--- config.mk ---
export PLATFORM = sky130hd
export DESIGN_NAME = ex_branch
export DESIGN_NICKNAME = d
export VERILOG_FILES = /design/src/verilog/ex_pkg.sv /design/src/verilog/ex_branch.sv
export VERILOG_INCLUDE_DIRS = /design/src /design/src/include
export SDC_FILE = /design/constraint.sdc
export NUM_CORES = 1
export LEC_CHECK = 0
export ABC_CLOCK_PERIOD_IN_PS = 4950
export CAP_MARGIN = 20
export CORE_MARGIN = 4
export CORE_UTILIZATION = 55
export CTS_BUF_LIST = sky130_fd_sc_hd__clkbuf_4
export DETAILED_ROUTE_END_ITERATION = 8
export DONT_BUFFER_PORTS = 1
export GPL_ROUTABILITY_DRIVEN = 0
export PLACE_DENSITY_LB_ADDON = 0.3
export REMOVE_ABC_BUFFERS = 1
export SYNTH_ARGS = -nofsm -noshare
export SYNTH_HDL_FRONTEND = slang
export SYNTH_SLANG_ARGS = --single-unit
--- constraint.sdc ---
create_clock -name cpu_clock_i -period 4.95 [get_ports cpu_clock_i]
set_clock_uncertainty 0.2 [all_clocks]
set_input_delay 0.2475 -clock cpu_clock_i [delete_from_list [all_inputs] [get_ports cpu_clock_i]]
set_output_delay 0.2475 -clock cpu_clock_i [all_outputs]
set_load 0.02 [all_outputs]
--- src/include/ex_macros.svh ---
`ifndef EX_MACROS_SVH
`define EX_MACROS_SVH

// Data path width
`define XLEN_W 32

// Physical register index, 64 registers
`define PREG_W 6

// ROB tag width
`define ROB_W 5

// Word address PC, byte PC is this value with two zero bits appended
`define PC_W 30

// Depth of the ALU result queue in the completion merger
`define CQ_DEPTH 4

`endif

--- src/verilog/ex_pkg.sv ---
package ex_pkg;

    // ALU view of the opcode field
    typedef struct packed {
        logic [2:0] spare;
        logic       alt;                            // SUB over ADD, SRA over SRL
        logic [2:0] funct3;
    } ex_alu_opc_t;

    // Branch view of the opcode field
    typedef struct packed {
        logic [3:0] spare;
        logic [2:0] cond;                           // 0 BEQ, 1 BNE, 4 BLT, 5 BGE, 6 BLTU, 7 BGEU
    } ex_bnch_opc_t;

    // The same 7 bits decode as ALU function or as branch condition
    typedef union packed {
        ex_alu_opc_t  alu;
        ex_bnch_opc_t bnch;
    } ex_opc_u;

endpackage

--- src/verilog/ex_branch.sv ---
`timescale 1ns/1ps
`include "ex_macros.svh"

module ex_branch (
    input  logic               cpu_clock_i,
    input  logic               rst_i,
    input  logic               flush_i,
    input  logic               valid_i,
    input  logic [`XLEN_W-1:0] op1_i,
    input  logic [`XLEN_W-1:0] op2_i,
    input  logic [`XLEN_W-1:0] offset_i,
    input  logic [`PC_W-1:0]   pc_i,
    input  logic [4:0]         type_i,
    input  ex_pkg::ex_opc_u    opc_i,
    input  logic [`ROB_W-1:0]  rob_i,
    input  logic [`PREG_W-1:0] dest_i,
    input  logic               pred_taken_i,
    input  logic [`PC_W-1:0]   pred_target_i,
    output logic               valid_o,
    output logic [`ROB_W-1:0]  rob_o,
    output logic [`PREG_W-1:0] dest_o,
    output logic               wr_o,
    output logic [`XLEN_W-1:0] result_o,
    output logic               redirect_o,
    output logic [`PC_W-1:0]   target_o
);

    logic [`PC_W-1:0]   pc_plus1;
    logic [`PC_W-1:0]   pc_offs;
    logic [`XLEN_W-1:0] jalr_sum;
    logic               cond_taken;
    logic [`PC_W-1:0]   next_pc;
    logic [`PC_W-1:0]   pred_next;
    logic [`XLEN_W-1:0] res;

    assign pc_plus1 = pc_i + 1'b1;
    assign pc_offs  = pc_i + offset_i[`XLEN_W-1:2];     // Offset is a byte offset
    assign jalr_sum = op1_i + offset_i;

    always_comb begin
        case (opc_i.bnch.cond)
            3'd0: cond_taken = (op1_i == op2_i);
            3'd1: cond_taken = (op1_i != op2_i);
            3'd4: cond_taken = ($signed(op1_i) < $signed(op2_i));
            3'd5: cond_taken = ($signed(op1_i) >= $signed(op2_i));
            3'd6: cond_taken = (op1_i < op2_i);
            3'd7: cond_taken = (op1_i >= op2_i);
            default: cond_taken = 1'b0;
        endcase
    end

    always_comb begin
        if (type_i[1]) begin
            next_pc = pc_offs;
        end else if (type_i[2]) begin
            next_pc = jalr_sum[`XLEN_W-1:2];
        end else if (type_i == 5'd0) begin
            next_pc = cond_taken ? pc_offs : pc_plus1;
        end else begin
            next_pc = pc_plus1;                    // LUI and AUIPC fall through
        end
    end

    always_comb begin
        if (type_i[3]) begin
            res = offset_i;
        end else if (type_i[4]) begin
            res = {pc_i, 2'b00} + offset_i;
        end else begin
            res = {pc_plus1, 2'b00};               // Link value for JAL and JALR
        end
    end

    assign pred_next = pred_taken_i ? pred_target_i : pc_plus1;

    always_ff @(posedge cpu_clock_i) begin
        if (rst_i) begin
            valid_o <= 1'b0;
        end else begin
            valid_o <= valid_i & ~flush_i;
        end
    end

    always_ff @(posedge cpu_clock_i) begin
        rob_o      <= rob_i;
        dest_o     <= dest_i;
        wr_o       <= |type_i;
        result_o   <= res;
        redirect_o <= (next_pc != pred_next);
        target_o   <= next_pc;
    end

endmodule

==> flow_summary.toml, run 1 <==
[outcome]
run_status = "finished clean"

[die]
dieWidth_um = 133
fp.dieH_um = 133
die_area_um2 = 17700
floorplan.io_pins = 260
rows = 45
coreArea_um2 = 15300
initial_core_utilization = 0.563

[timing]
finalCritPeriodShare = 0.912
drv_slew = 0
fmaxAchievable_ghz = 0.221
relSlewSlack = 0.381
min_period_ps = 4520
hold_violations = 0
hold_ws_ps = 22.0
summed_negative_setup_slack_over_all_endpoints_ps = 0
rsz0062_at_grt = "no"
finalSetupViolations = 0
worst_slew_pin_slew_ps = 923

[synthesis]
synth-seq-area-share = 0.177
synth.cells.most_frequent = "sky130_fd_sc_hd__nand2_1 (114), sky130_fd_sc_hd__ha_1 (92), sky130_fd_sc_hd__o21ai_0 (86)"
syn_area_um2 = 8590
synth_top_area_cell = "sky130_fd_sc_hd__dfxtp_1"
most_frequent_cell_after_synthesis = "sky130_fd_sc_hd__nand2_1"
yosys-top-cells-area = "sky130_fd_sc_hd__dfxtp_1 (18%), sky130_fd_sc_hd__ha_1 (13%), sky130_fd_sc_hd__mux2i_1 (5.1%)"
dominantRegCellSynth = "sky130_fd_sc_hd__dfxtp_1"
ys_async_sr_fraction = 0
synthesis_warning_total = 0
post_synth_num_cell_types = 89
synth-edff-count = 0
yosys.area.top_type_share = 0.177
ys_ff_latch = 76
synthesis.area_per_instance_um2 = 7.64
syn-instance-count = 1124

[setup_path]
startpoint_type = "input pin"
critical_path_peak_fanout = 4
worst_path_dominant_cell_family = "compound AO/OA/AOI/OAI gates"
cp.required_ps = 5170
cp-end-kind = "register"
crit_path_frequent_cell = "sky130_fd_sc_hd__a211oi_1"
path_buf_inv = 2
worstSetupPathType = "in -> reg"
worstPathCellList = "dlygate4sd3_1, ha_1, fa_1, a21o_1, a221oi_2, o311ai_1, a211oi_1, buf_4, a211oi_1, a211oi_1, a21boi_1, or4_1, o311ai_0, or4_1, nor4_2, nand2_1"
crit_arrival_ps = 4740
critPathMaxStageDelay_ps = 590
timing.critical_path.slowest_stage_cell = "sky130_fd_sc_hd__dlygate4sd3_1"

[routing]
first_pass_iters = 6
drc = 0
detailed_route_iter0_violations = 1177
detailroute.via_count = 9575
wirelength_um = 32600
route.detailed.vias_per_inst = 6.54
route.detailed.wl_per_inst_um = 22.3
number_of_antenna_violating_nets_in_the_routed_design = 0

[clock_tree]
clock_tree.buffer_depth = 2
clkSlewWorstSetupHoldPaths_ps = 190
cts.repair_timing.setup_buffer_count = 0
tritoncts = "built"
hold_buffers = 126
clock_tree.htree_level_count = 3
cts_inserted_buffers = 9
cts.root.buffer_cell = "sky130_fd_sc_hd__clkbuf_4"
post_cts.resized_instances = 0
clkSinkCount = 76

[placement]
dpl.hpwl_um = 24000
placement.io_buffers = 0
placed_cell_count = 1320

[min_path]
type_of_the_worst_min_delay_path = "in -> reg"

[global_route]
grt_overflow_total = 0
first_global_vias = 9148
grt.total_usage = 0.356
number_of_antenna_violations_at_the_first_check_in_global_routing = 4
grt_start_max_net_pins = 51
wire_length_of_the_first_global_routing_pass_um = 49900

[cells_and_area]
area_growth_syn_to_layout_pct = 19.7
layout-drive-gt1-share = 0.0663
utilization_after_layout = 0.674
final_net_count = 1523
final_cells = 1465

[job]
max_cap_viol_count = 0

[power]
total_leakage_power_nw = 4.44
pwr_density_cell_nw_per_um2 = 223
total_power_mw = 2.29
peakVddDrop_mv = 0.138
[per-stage QoR]
stage,area (um2),worst slack [ps]
after CTS,10300,546
final,10300,434
after detailed placement,8860,409
after floorplan,8390,1170
after global placement,8860,491
after global routing,10300,237
[state kept, by name (all words and copies together), names as in the netlist]
name / flops
wr_o: 1
dest_o: 6
redirect_o: 1
rob_o: 5
target_o: 30
result_o: 32
valid_o: 1
[placed cells by master (no fill, tap or decap), types with 14 or more instances in the layout]
| master | instances |
|---|---|
| sky130_fd_sc_hd__dlygate4sd3_1 | 124 |
| sky130_fd_sc_hd__nand2_1 | 114 |
| sky130_fd_sc_hd__ha_1 | 92 |
| sky130_fd_sc_hd__o21ai_0 | 86 |
| sky130_fd_sc_hd__a21oi_1 | 80 |
| sky130_fd_sc_hd__dfxtp_1 | 76 |
| sky130_fd_sc_hd__inv_1 | 63 |
| sky130_fd_sc_hd__nor2_1 | 63 |
| sky130_fd_sc_hd__xnor2_1 | 50 |
| sky130_fd_sc_hd__mux2i_1 | 44 |
| sky130_fd_sc_hd__nand3_1 | 36 |
| sky130_fd_sc_hd__xor2_1 | 35 |
| sky130_fd_sc_hd__buf_4 | 28 |
| sky130_fd_sc_hd__nor3_1 | 27 |
| sky130_fd_sc_hd__nand4_1 | 25 |
| sky130_fd_sc_hd__a21o_1 | 23 |
| sky130_fd_sc_hd__a211oi_1 | 19 |
| sky130_fd_sc_hd__nand2b_1 | 16 |
| sky130_fd_sc_hd__and2_1 | 14 |
| sky130_fd_sc_hd__mux2_2 | 14 |
[power by group]
part	total (mW)	leakage, nW	internal, mW	switching, mW
clock network	0.412	0.0714	0.116	0.296
logic	1.05	3.73	0.471	0.576
registers	0.835	0.640	0.696	0.139
[kinds of logic after synthesis]
kind of cell,share of synthesized area
and+or+nand+nor,0.212
muxes,0.0738
DFF,0.177
xor gates and xnor gates,0.0867
adders and majority gates,0.136
AOI/OAI and AO/OA,0.262
buffers and inverters,0.0524
[worst min-delay path: cells and delay by family]
family    cells  cell delay [ps]
mux           2              370
xor+xnor      1               90
[metal layers]
metal	up-vias	part of all wire	GRT usage
met2	662	0.44	0.565
met5	-	0.00040	0
li1	4423	-	-
met4	2	0.047	0.140
met3	134	0.13	0.106
met1	4354	0.39	0.454
[final cells by class]
| type | instances | area, um2 |
|---|---|---|
| fillers | 1272 | 4970 |
| repair buffers | 154 | 1490 |
| clock inverters | 7 | 65.1 |
| inverters | 66 | 248 |
| multi-input cells | 939 | 6620 |
| clock buffers | 9 | 67.6 |
| well taps | 211 | 264 |
| diodes | 3 | 7.51 |
| flip-flops and latches | 76 | 1520 |
[path summary, 6_finish.rpt]
path         from      endpoint  slack, ps  depth (start not counted)
max   offset_i[2]    redirect_o        430                         16
min      pc_i[21]  target_o[21]         20                          3
No activity file was read; power rests on OpenSTA's default activity.
==> inputs of run 2 (changes only) <==
==> constraint.sdc (replaced) <==
create_clock -name cpu_clock_i -period 4.95 [get_ports cpu_clock_i]
set_clock_uncertainty 0.2 [all_clocks]
set_input_delay 0.99 -clock cpu_clock_i [delete_from_list [all_inputs] [get_ports cpu_clock_i]]
set_output_delay 0.99 -clock cpu_clock_i [all_outputs]
set_load 0.02 [all_outputs]
==> run 2 against run 1 <==
Against the previous run:
- global-route usage decreased by 3.0 points
- worst setup slack worse by 73 ps
- final area fell by 9.0%
- critical path type unchanged
- final cell count shrank 5.3%
- non-clock buffer count shrank 79
- count of clock-buffer cells in the layout stayed put
- combinational power fell by 7%
- wire length fell by 6.8%
==> flow_summary.toml, run 2 (synthesis gave the netlist of run 1 again) <==
[power]
peakVddDrop_mv = 0.108
power_frac_seq = 0.378
switchingPower_uw = 961
p_int_mw = 1.24
switching_share = 0.437
pwr_density_cell_nw_per_um2 = 235
total_leakage_power_nw = 4.15
clkPwrFrac = 0.179
gate_power_share = 0.442

[placement]
placement.io_buffers = 0
placed_cell_count = 1367
dpl.hpwl_um = 24800

[global_route]
first_global_vias = 8232
grt_start_max_net_pins = 53
grt_overflow_total = 0
number_of_antenna_violations_at_the_first_check_in_global_routing = 4
wire_length_of_the_first_global_routing_pass_um = 45300
grt.total_usage = 0.326

[die]
floorplan.io_pins = 260
initial_core_utilization = 0.563
fp.dieH_um = 133
die_area_um2 = 17700
dieWidth_um = 133
rows = 45
coreArea_um2 = 15300

[clock_tree]
clkSinkCount = 76
cts.root.buffer_cell = "sky130_fd_sc_hd__clkbuf_4"
post_cts.resized_instances = 0
cts_inserted_buffers = 9
cts.repair_timing.setup_buffer_count = 0
tritoncts = "built"
clock_tree.buffer_depth = 2
hold_buffers = 0
clock_tree.htree_level_count = 3
clkSlewWorstSetupHoldPaths_ps = 140

[timing]
rsz0062_at_grt = "no"
drv_slew = 0
hold_ws_ps = 309
summed_negative_setup_slack_over_all_endpoints_ps = 0
min_period_ps = 4590
finalCritPeriodShare = 0.927
finalSetupViolations = 0
worst_slew_pin_slew_ps = 839
fmaxAchievable_ghz = 0.218
hold_violations = 0
relSlewSlack = 0.426

[routing]
first_pass_iters = 6
drc = 0
detailed_route_iter0_violations = 1007
number_of_antenna_violating_nets_in_the_routed_design = 0
route.detailed.vias_per_inst = 6.47
detailroute.via_count = 8980
wirelength_um = 30400
route.detailed.wl_per_inst_um = 21.9

[cells_and_area]
area_growth_syn_to_layout_pct = 8.93
fillcell_total = 1434
layout.cells.most_common = "sky130_fd_sc_hd__nand2_1"
final_cells = 1387
largest-register = "result_o"
final_net_count = 1444
mostFrequentLayoutCells = "sky130_fd_sc_hd__nand2_1 (114), sky130_fd_sc_hd__ha_1 (92), sky130_fd_sc_hd__o21ai_0 (86)"
flip_flop_count_of_the_largest_register_all_copies_and_words_added = 32
layout_top_registers = "result_o: 32 flops, target_o: 30 flops, dest_o: 6 flops"
layout-drive-gt1-share = 0.109

[job]
max_cap_viol_count = 0

[setup_path]
cp.required_ps = 5140
critical_path_peak_fanout = 7
crit_arrival_ps = 4780
cp-end-kind = "register"
startpoint_type = "input pin"
worstSetupPathType = "in -> reg"

[min_path]
whs_path_depth = 0
hold_end = "rob_o[2]"
type_of_the_worst_min_delay_path = "in -> reg"
timing.hold.worst.start = "rob_i[2]"

[outcome]
run_status = "finished clean"
[run 2: cell types whose count changed in the layout (fill, tap and decap cells not counted)]
| cell | previous run | this run |
|---|---|---|
| sky130_fd_sc_hd__buf_4 | 28 | 75 |
| sky130_fd_sc_hd__buf_12 | 2 | 0 |
| sky130_fd_sc_hd__dlygate4sd3_1 | 124 | 0 |
| sky130_fd_sc_hd__diode_2 | 3 | 4 |
[run 2: worst max-delay path, stage by stage]
cell and delay [ps]:
sky130_fd_sc_hd__inv_1 20, sky130_fd_sc_hd__ha_1 270, sky130_fd_sc_hd__nor2b_1 130, sky130_fd_sc_hd__o211ai_1 240
sky130_fd_sc_hd__a21boi_1 150, sky130_fd_sc_hd__o41ai_2 650, sky130_fd_sc_hd__a31oi_1 190, sky130_fd_sc_hd__buf_4 190
sky130_fd_sc_hd__buf_4 130, sky130_fd_sc_hd__and3_1 190, sky130_fd_sc_hd__nand2_2 190, sky130_fd_sc_hd__buf_4 190
sky130_fd_sc_hd__mux2i_1 300, sky130_fd_sc_hd__xor2_1 310, sky130_fd_sc_hd__nand4_1 130, sky130_fd_sc_hd__nor4_1 290
sky130_fd_sc_hd__buf_4 170, sky130_fd_sc_hd__nand2_1 50
[run 2: area by class of cell]
cell class | count | area (um2) | area share
flip-flops and latches | 76 | 1520 | 0.163
clock buffers | 9 | 67.6 | 0.00722
inverters | 66 | 248 | 0.0265
multi-input cells | 939 | 6620 | 0.707
diodes | 4 | 10.0 | 0.00107
repair buffers | 75 | 563 | 0.0602
well taps | 211 | 264 | 0.0282
clock inverters | 7 | 65.1 | 0.00695
[run 2: layer usage]
| layer | vias to the layer above | global-route usage | wire, um |
|---|---|---|---|
| met2 | 589 | 0.499 | 13100 |
| met5 | - | 0 | 0 |
| met1 | 4047 | 0.426 | 12100 |
| met4 | 0 | 0.132 | 1170 |
| li1 | 4256 | - | - |
| met3 | 88 | 0.103 | 4100 |
[run 2: worst max-delay path by stage]
stage,from,to,depth (start not counted)
2_1_floorplan,op2_i[31],redirect_o,14
3_3_place_gp,op2_i[1],redirect_o,16
3_5_place_dp,op2_i[1],redirect_o,16
4_1_cts,op2_i[1],redirect_o,16
5_1_grt,op2_i[1],redirect_o,16
6_report,op2_i[1],redirect_o,18
[run 2: through the flow]
stage	cell area [um2]	total power [mW]	util	worst slack (ps)
after CTS	9350	2.19	0.613	366
after floorplan	8390	1.49	-	430
after global routing	9360	2.33	0.613	170
after detailed placement	9220	1.79	0.604	-154
after global placement	9220	1.78	0.604	-126
final	9360	2.20	0.613	361
[run 2: power by group through the flow]
stage	Clock [mW]	Combinational, mW	Sequential (mW)
after floorplan	0	0.655	0.836
after global placement	0	0.928	0.848
after detailed placement	0	0.941	0.849
after CTS	0.404	0.948	0.835
after global routing	0.428	1.06	0.839
final	0.395	0.974	0.833
==> inputs of run 3 (changes only) <==
- CELL_PAD_IN_SITES_DETAIL_PLACEMENT: default -> 1
- CELL_PAD_IN_SITES_GLOBAL_PLACEMENT: default -> 1
- CORE_UTILIZATION: 55 -> 44
- SETUP_SLACK_MARGIN: default -> 0.2
==> run 3 against run 2 <==
Against the previous run:
- flip-flop and latch count unchanged
- clock power rose by 12%
- critical endpoint unchanged
- final area is 2.6% higher
- highest routed layer is now met5
- critical path type unchanged
==> flow_summary.toml, run 3 (synthesis gave the netlist of run 1 again) <==
[die]
floorplan.io_pins = 260
dieWidth_um = 148
rows = 50
fp.dieH_um = 148
initial_core_utilization = 0.453
die_area_um2 = 21800
coreArea_um2 = 19000

[cells_and_area]
final_net_count = 1462
final_cell_area_um2 = 9600
flip_flop_count_of_the_largest_register_all_copies_and_words_added = 32
largest-register = "result_o"
fillcell_total = 2441
layout_top_registers = "result_o: 32 flops, target_o: 30 flops, dest_o: 6 flops"
layout-drive-gt1-share = 0.124
mostFrequentLayoutCells = "sky130_fd_sc_hd__nand2_1 (114), sky130_fd_sc_hd__ha_1 (92), sky130_fd_sc_hd__buf_4 (91)"
layout.cells.most_common = "sky130_fd_sc_hd__nand2_1"
area_growth_syn_to_layout_pct = 11.8

[clock_tree]
clkSinkCount = 76
clkSlewWorstSetupHoldPaths_ps = 160
clock_tree.buffer_depth = 2
clock_tree.htree_level_count = 3
cts_inserted_buffers = 9
tritoncts = "built"
cts.root.buffer_cell = "sky130_fd_sc_hd__clkbuf_4"
hold_buffers = 0

[timing]
relSlewSlack = 0.410
finalSetupViolations = 0
min_period_ps = 4580
drv_slew = 0
hold_violations = 0
rsz0062_at_grt = "no"
worst_slew_pin_slew_ps = 863
fmaxAchievable_ghz = 0.218
finalCritPeriodShare = 0.925
setup_ws_ps = 370

[routing]
route.detailed.vias_per_inst = 6.37
number_of_antenna_violating_nets_in_the_routed_design = 0
detailroute.via_count = 9243
route.detailed.wl_per_inst_um = 24.4
detailed_route_iter0_violations = 764
drc = 0
first_pass_iters = 7
wirelength_um = 35400

[global_route]
grt_start_max_net_pins = 53
wire_length_of_the_first_global_routing_pass_um = 53200
grt.total_usage = 0.313
number_of_antenna_violations_at_the_first_check_in_global_routing = 5
first_global_vias = 9271
grt_overflow_total = 0

[power]
total_leakage_power_nw = 4.25
total_power_mw = 2.32
peakVddDrop_mv = 0.115
pwr_density_cell_nw_per_um2 = 241

[setup_path]
crit_arrival_ps = 4790
cp.required_ps = 5160
worst_setup_path_startpoint = "offset_i[2]"
startpoint_type = "input pin"
critPathCapture = "redirect_o"
critical_path_peak_fanout = 3
worstSetupPathType = "in -> reg"
cp-end-kind = "register"

[placement]
dpl.hpwl_um = 29100
placement.io_buffers = 0
dpl-instance-area_um2 = 9420
dpl_worst_slack_ps = -186

[min_path]
whs_path_depth = 0
type_of_the_worst_min_delay_path = "in -> reg"

[job]
max_cap_viol_count = 0

[outcome]
run_status = "finished clean"
## run 3: final cells by class
cell class / count / area [um2] / area share
multi-input combinational: 939 / 6640 / 0.692
clock inverter: 7 / 81.3 / 0.00847
timing repair buffer: 93 / 714 / 0.0744
clock buffer: 9 / 67.6 / 0.00703
inverter: 66 / 248 / 0.0258
sequential: 76 / 1520 / 0.158
antenna: 2 / 5.00 / 0.000521
tap: 260 / 325 / 0.0339
## run 3: report_power, final
group          internal (mW)  switching (mW)  total [mW]
registers              0.696           0.136       0.832
logic                  0.450           0.591        1.04
clock network          0.162           0.281       0.443
total                   1.31            1.01        2.32
## run 3: layer usage
layer / share of wire / track usage
met5: 0.0010 / 0
met4: 0.034 / 0.104
met3: 0.10 / 0.0947
met2: 0.44 / 0.506
met1: 0.42 / 0.399
## run 3: timing repair
item,in CTS,in global routing
endpoints found under the setup margin,0,1
resized for setup,0,4
buffers inserted,0,0
## run 3: worst min-delay path by stage
stage	from	end	slack (ps)
floorplan	dest_i[0]	dest_o[0]	820
finish	dest_i[3]	dest_o[3]	320
detailed placement	dest_i[3]	dest_o[3]	820
global placement	dest_i[3]	dest_o[3]	820
CTS	rob_i[2]	rob_o[2]	290
global route	rob_i[2]	rob_o[2]	290
## run 3: critical path, stage by stage
cell,delay [ps]
sky130_fd_sc_hd__ha_1,210
sky130_fd_sc_hd__fa_1,410
sky130_fd_sc_hd__a21o_1,230
sky130_fd_sc_hd__a221oi_2,360
sky130_fd_sc_hd__o311ai_1,260
sky130_fd_sc_hd__a211oi_1,260
sky130_fd_sc_hd__buf_4,180
sky130_fd_sc_hd__a211oi_1,70
sky130_fd_sc_hd__a211oi_1,290
sky130_fd_sc_hd__buf_4,190
sky130_fd_sc_hd__a21boi_1,230
sky130_fd_sc_hd__or4_1,160
sky130_fd_sc_hd__o311ai_0,210
sky130_fd_sc_hd__or4_1,510
sky130_fd_sc_hd__nor4_2,150
sky130_fd_sc_hd__nand2_1,80
## run 3: per-stage QoR
stage	setup TNS [ps]	util	std cells	hold slack, ps
after global routing	0	0.507	1452	287
after CTS	0	0.505	1450	288
final	0	0.507	1452	321
after detailed placement	-186	0.497	1434	818
after global placement	-133	0.497	1434	818
after floorplan	0	-	1081	818
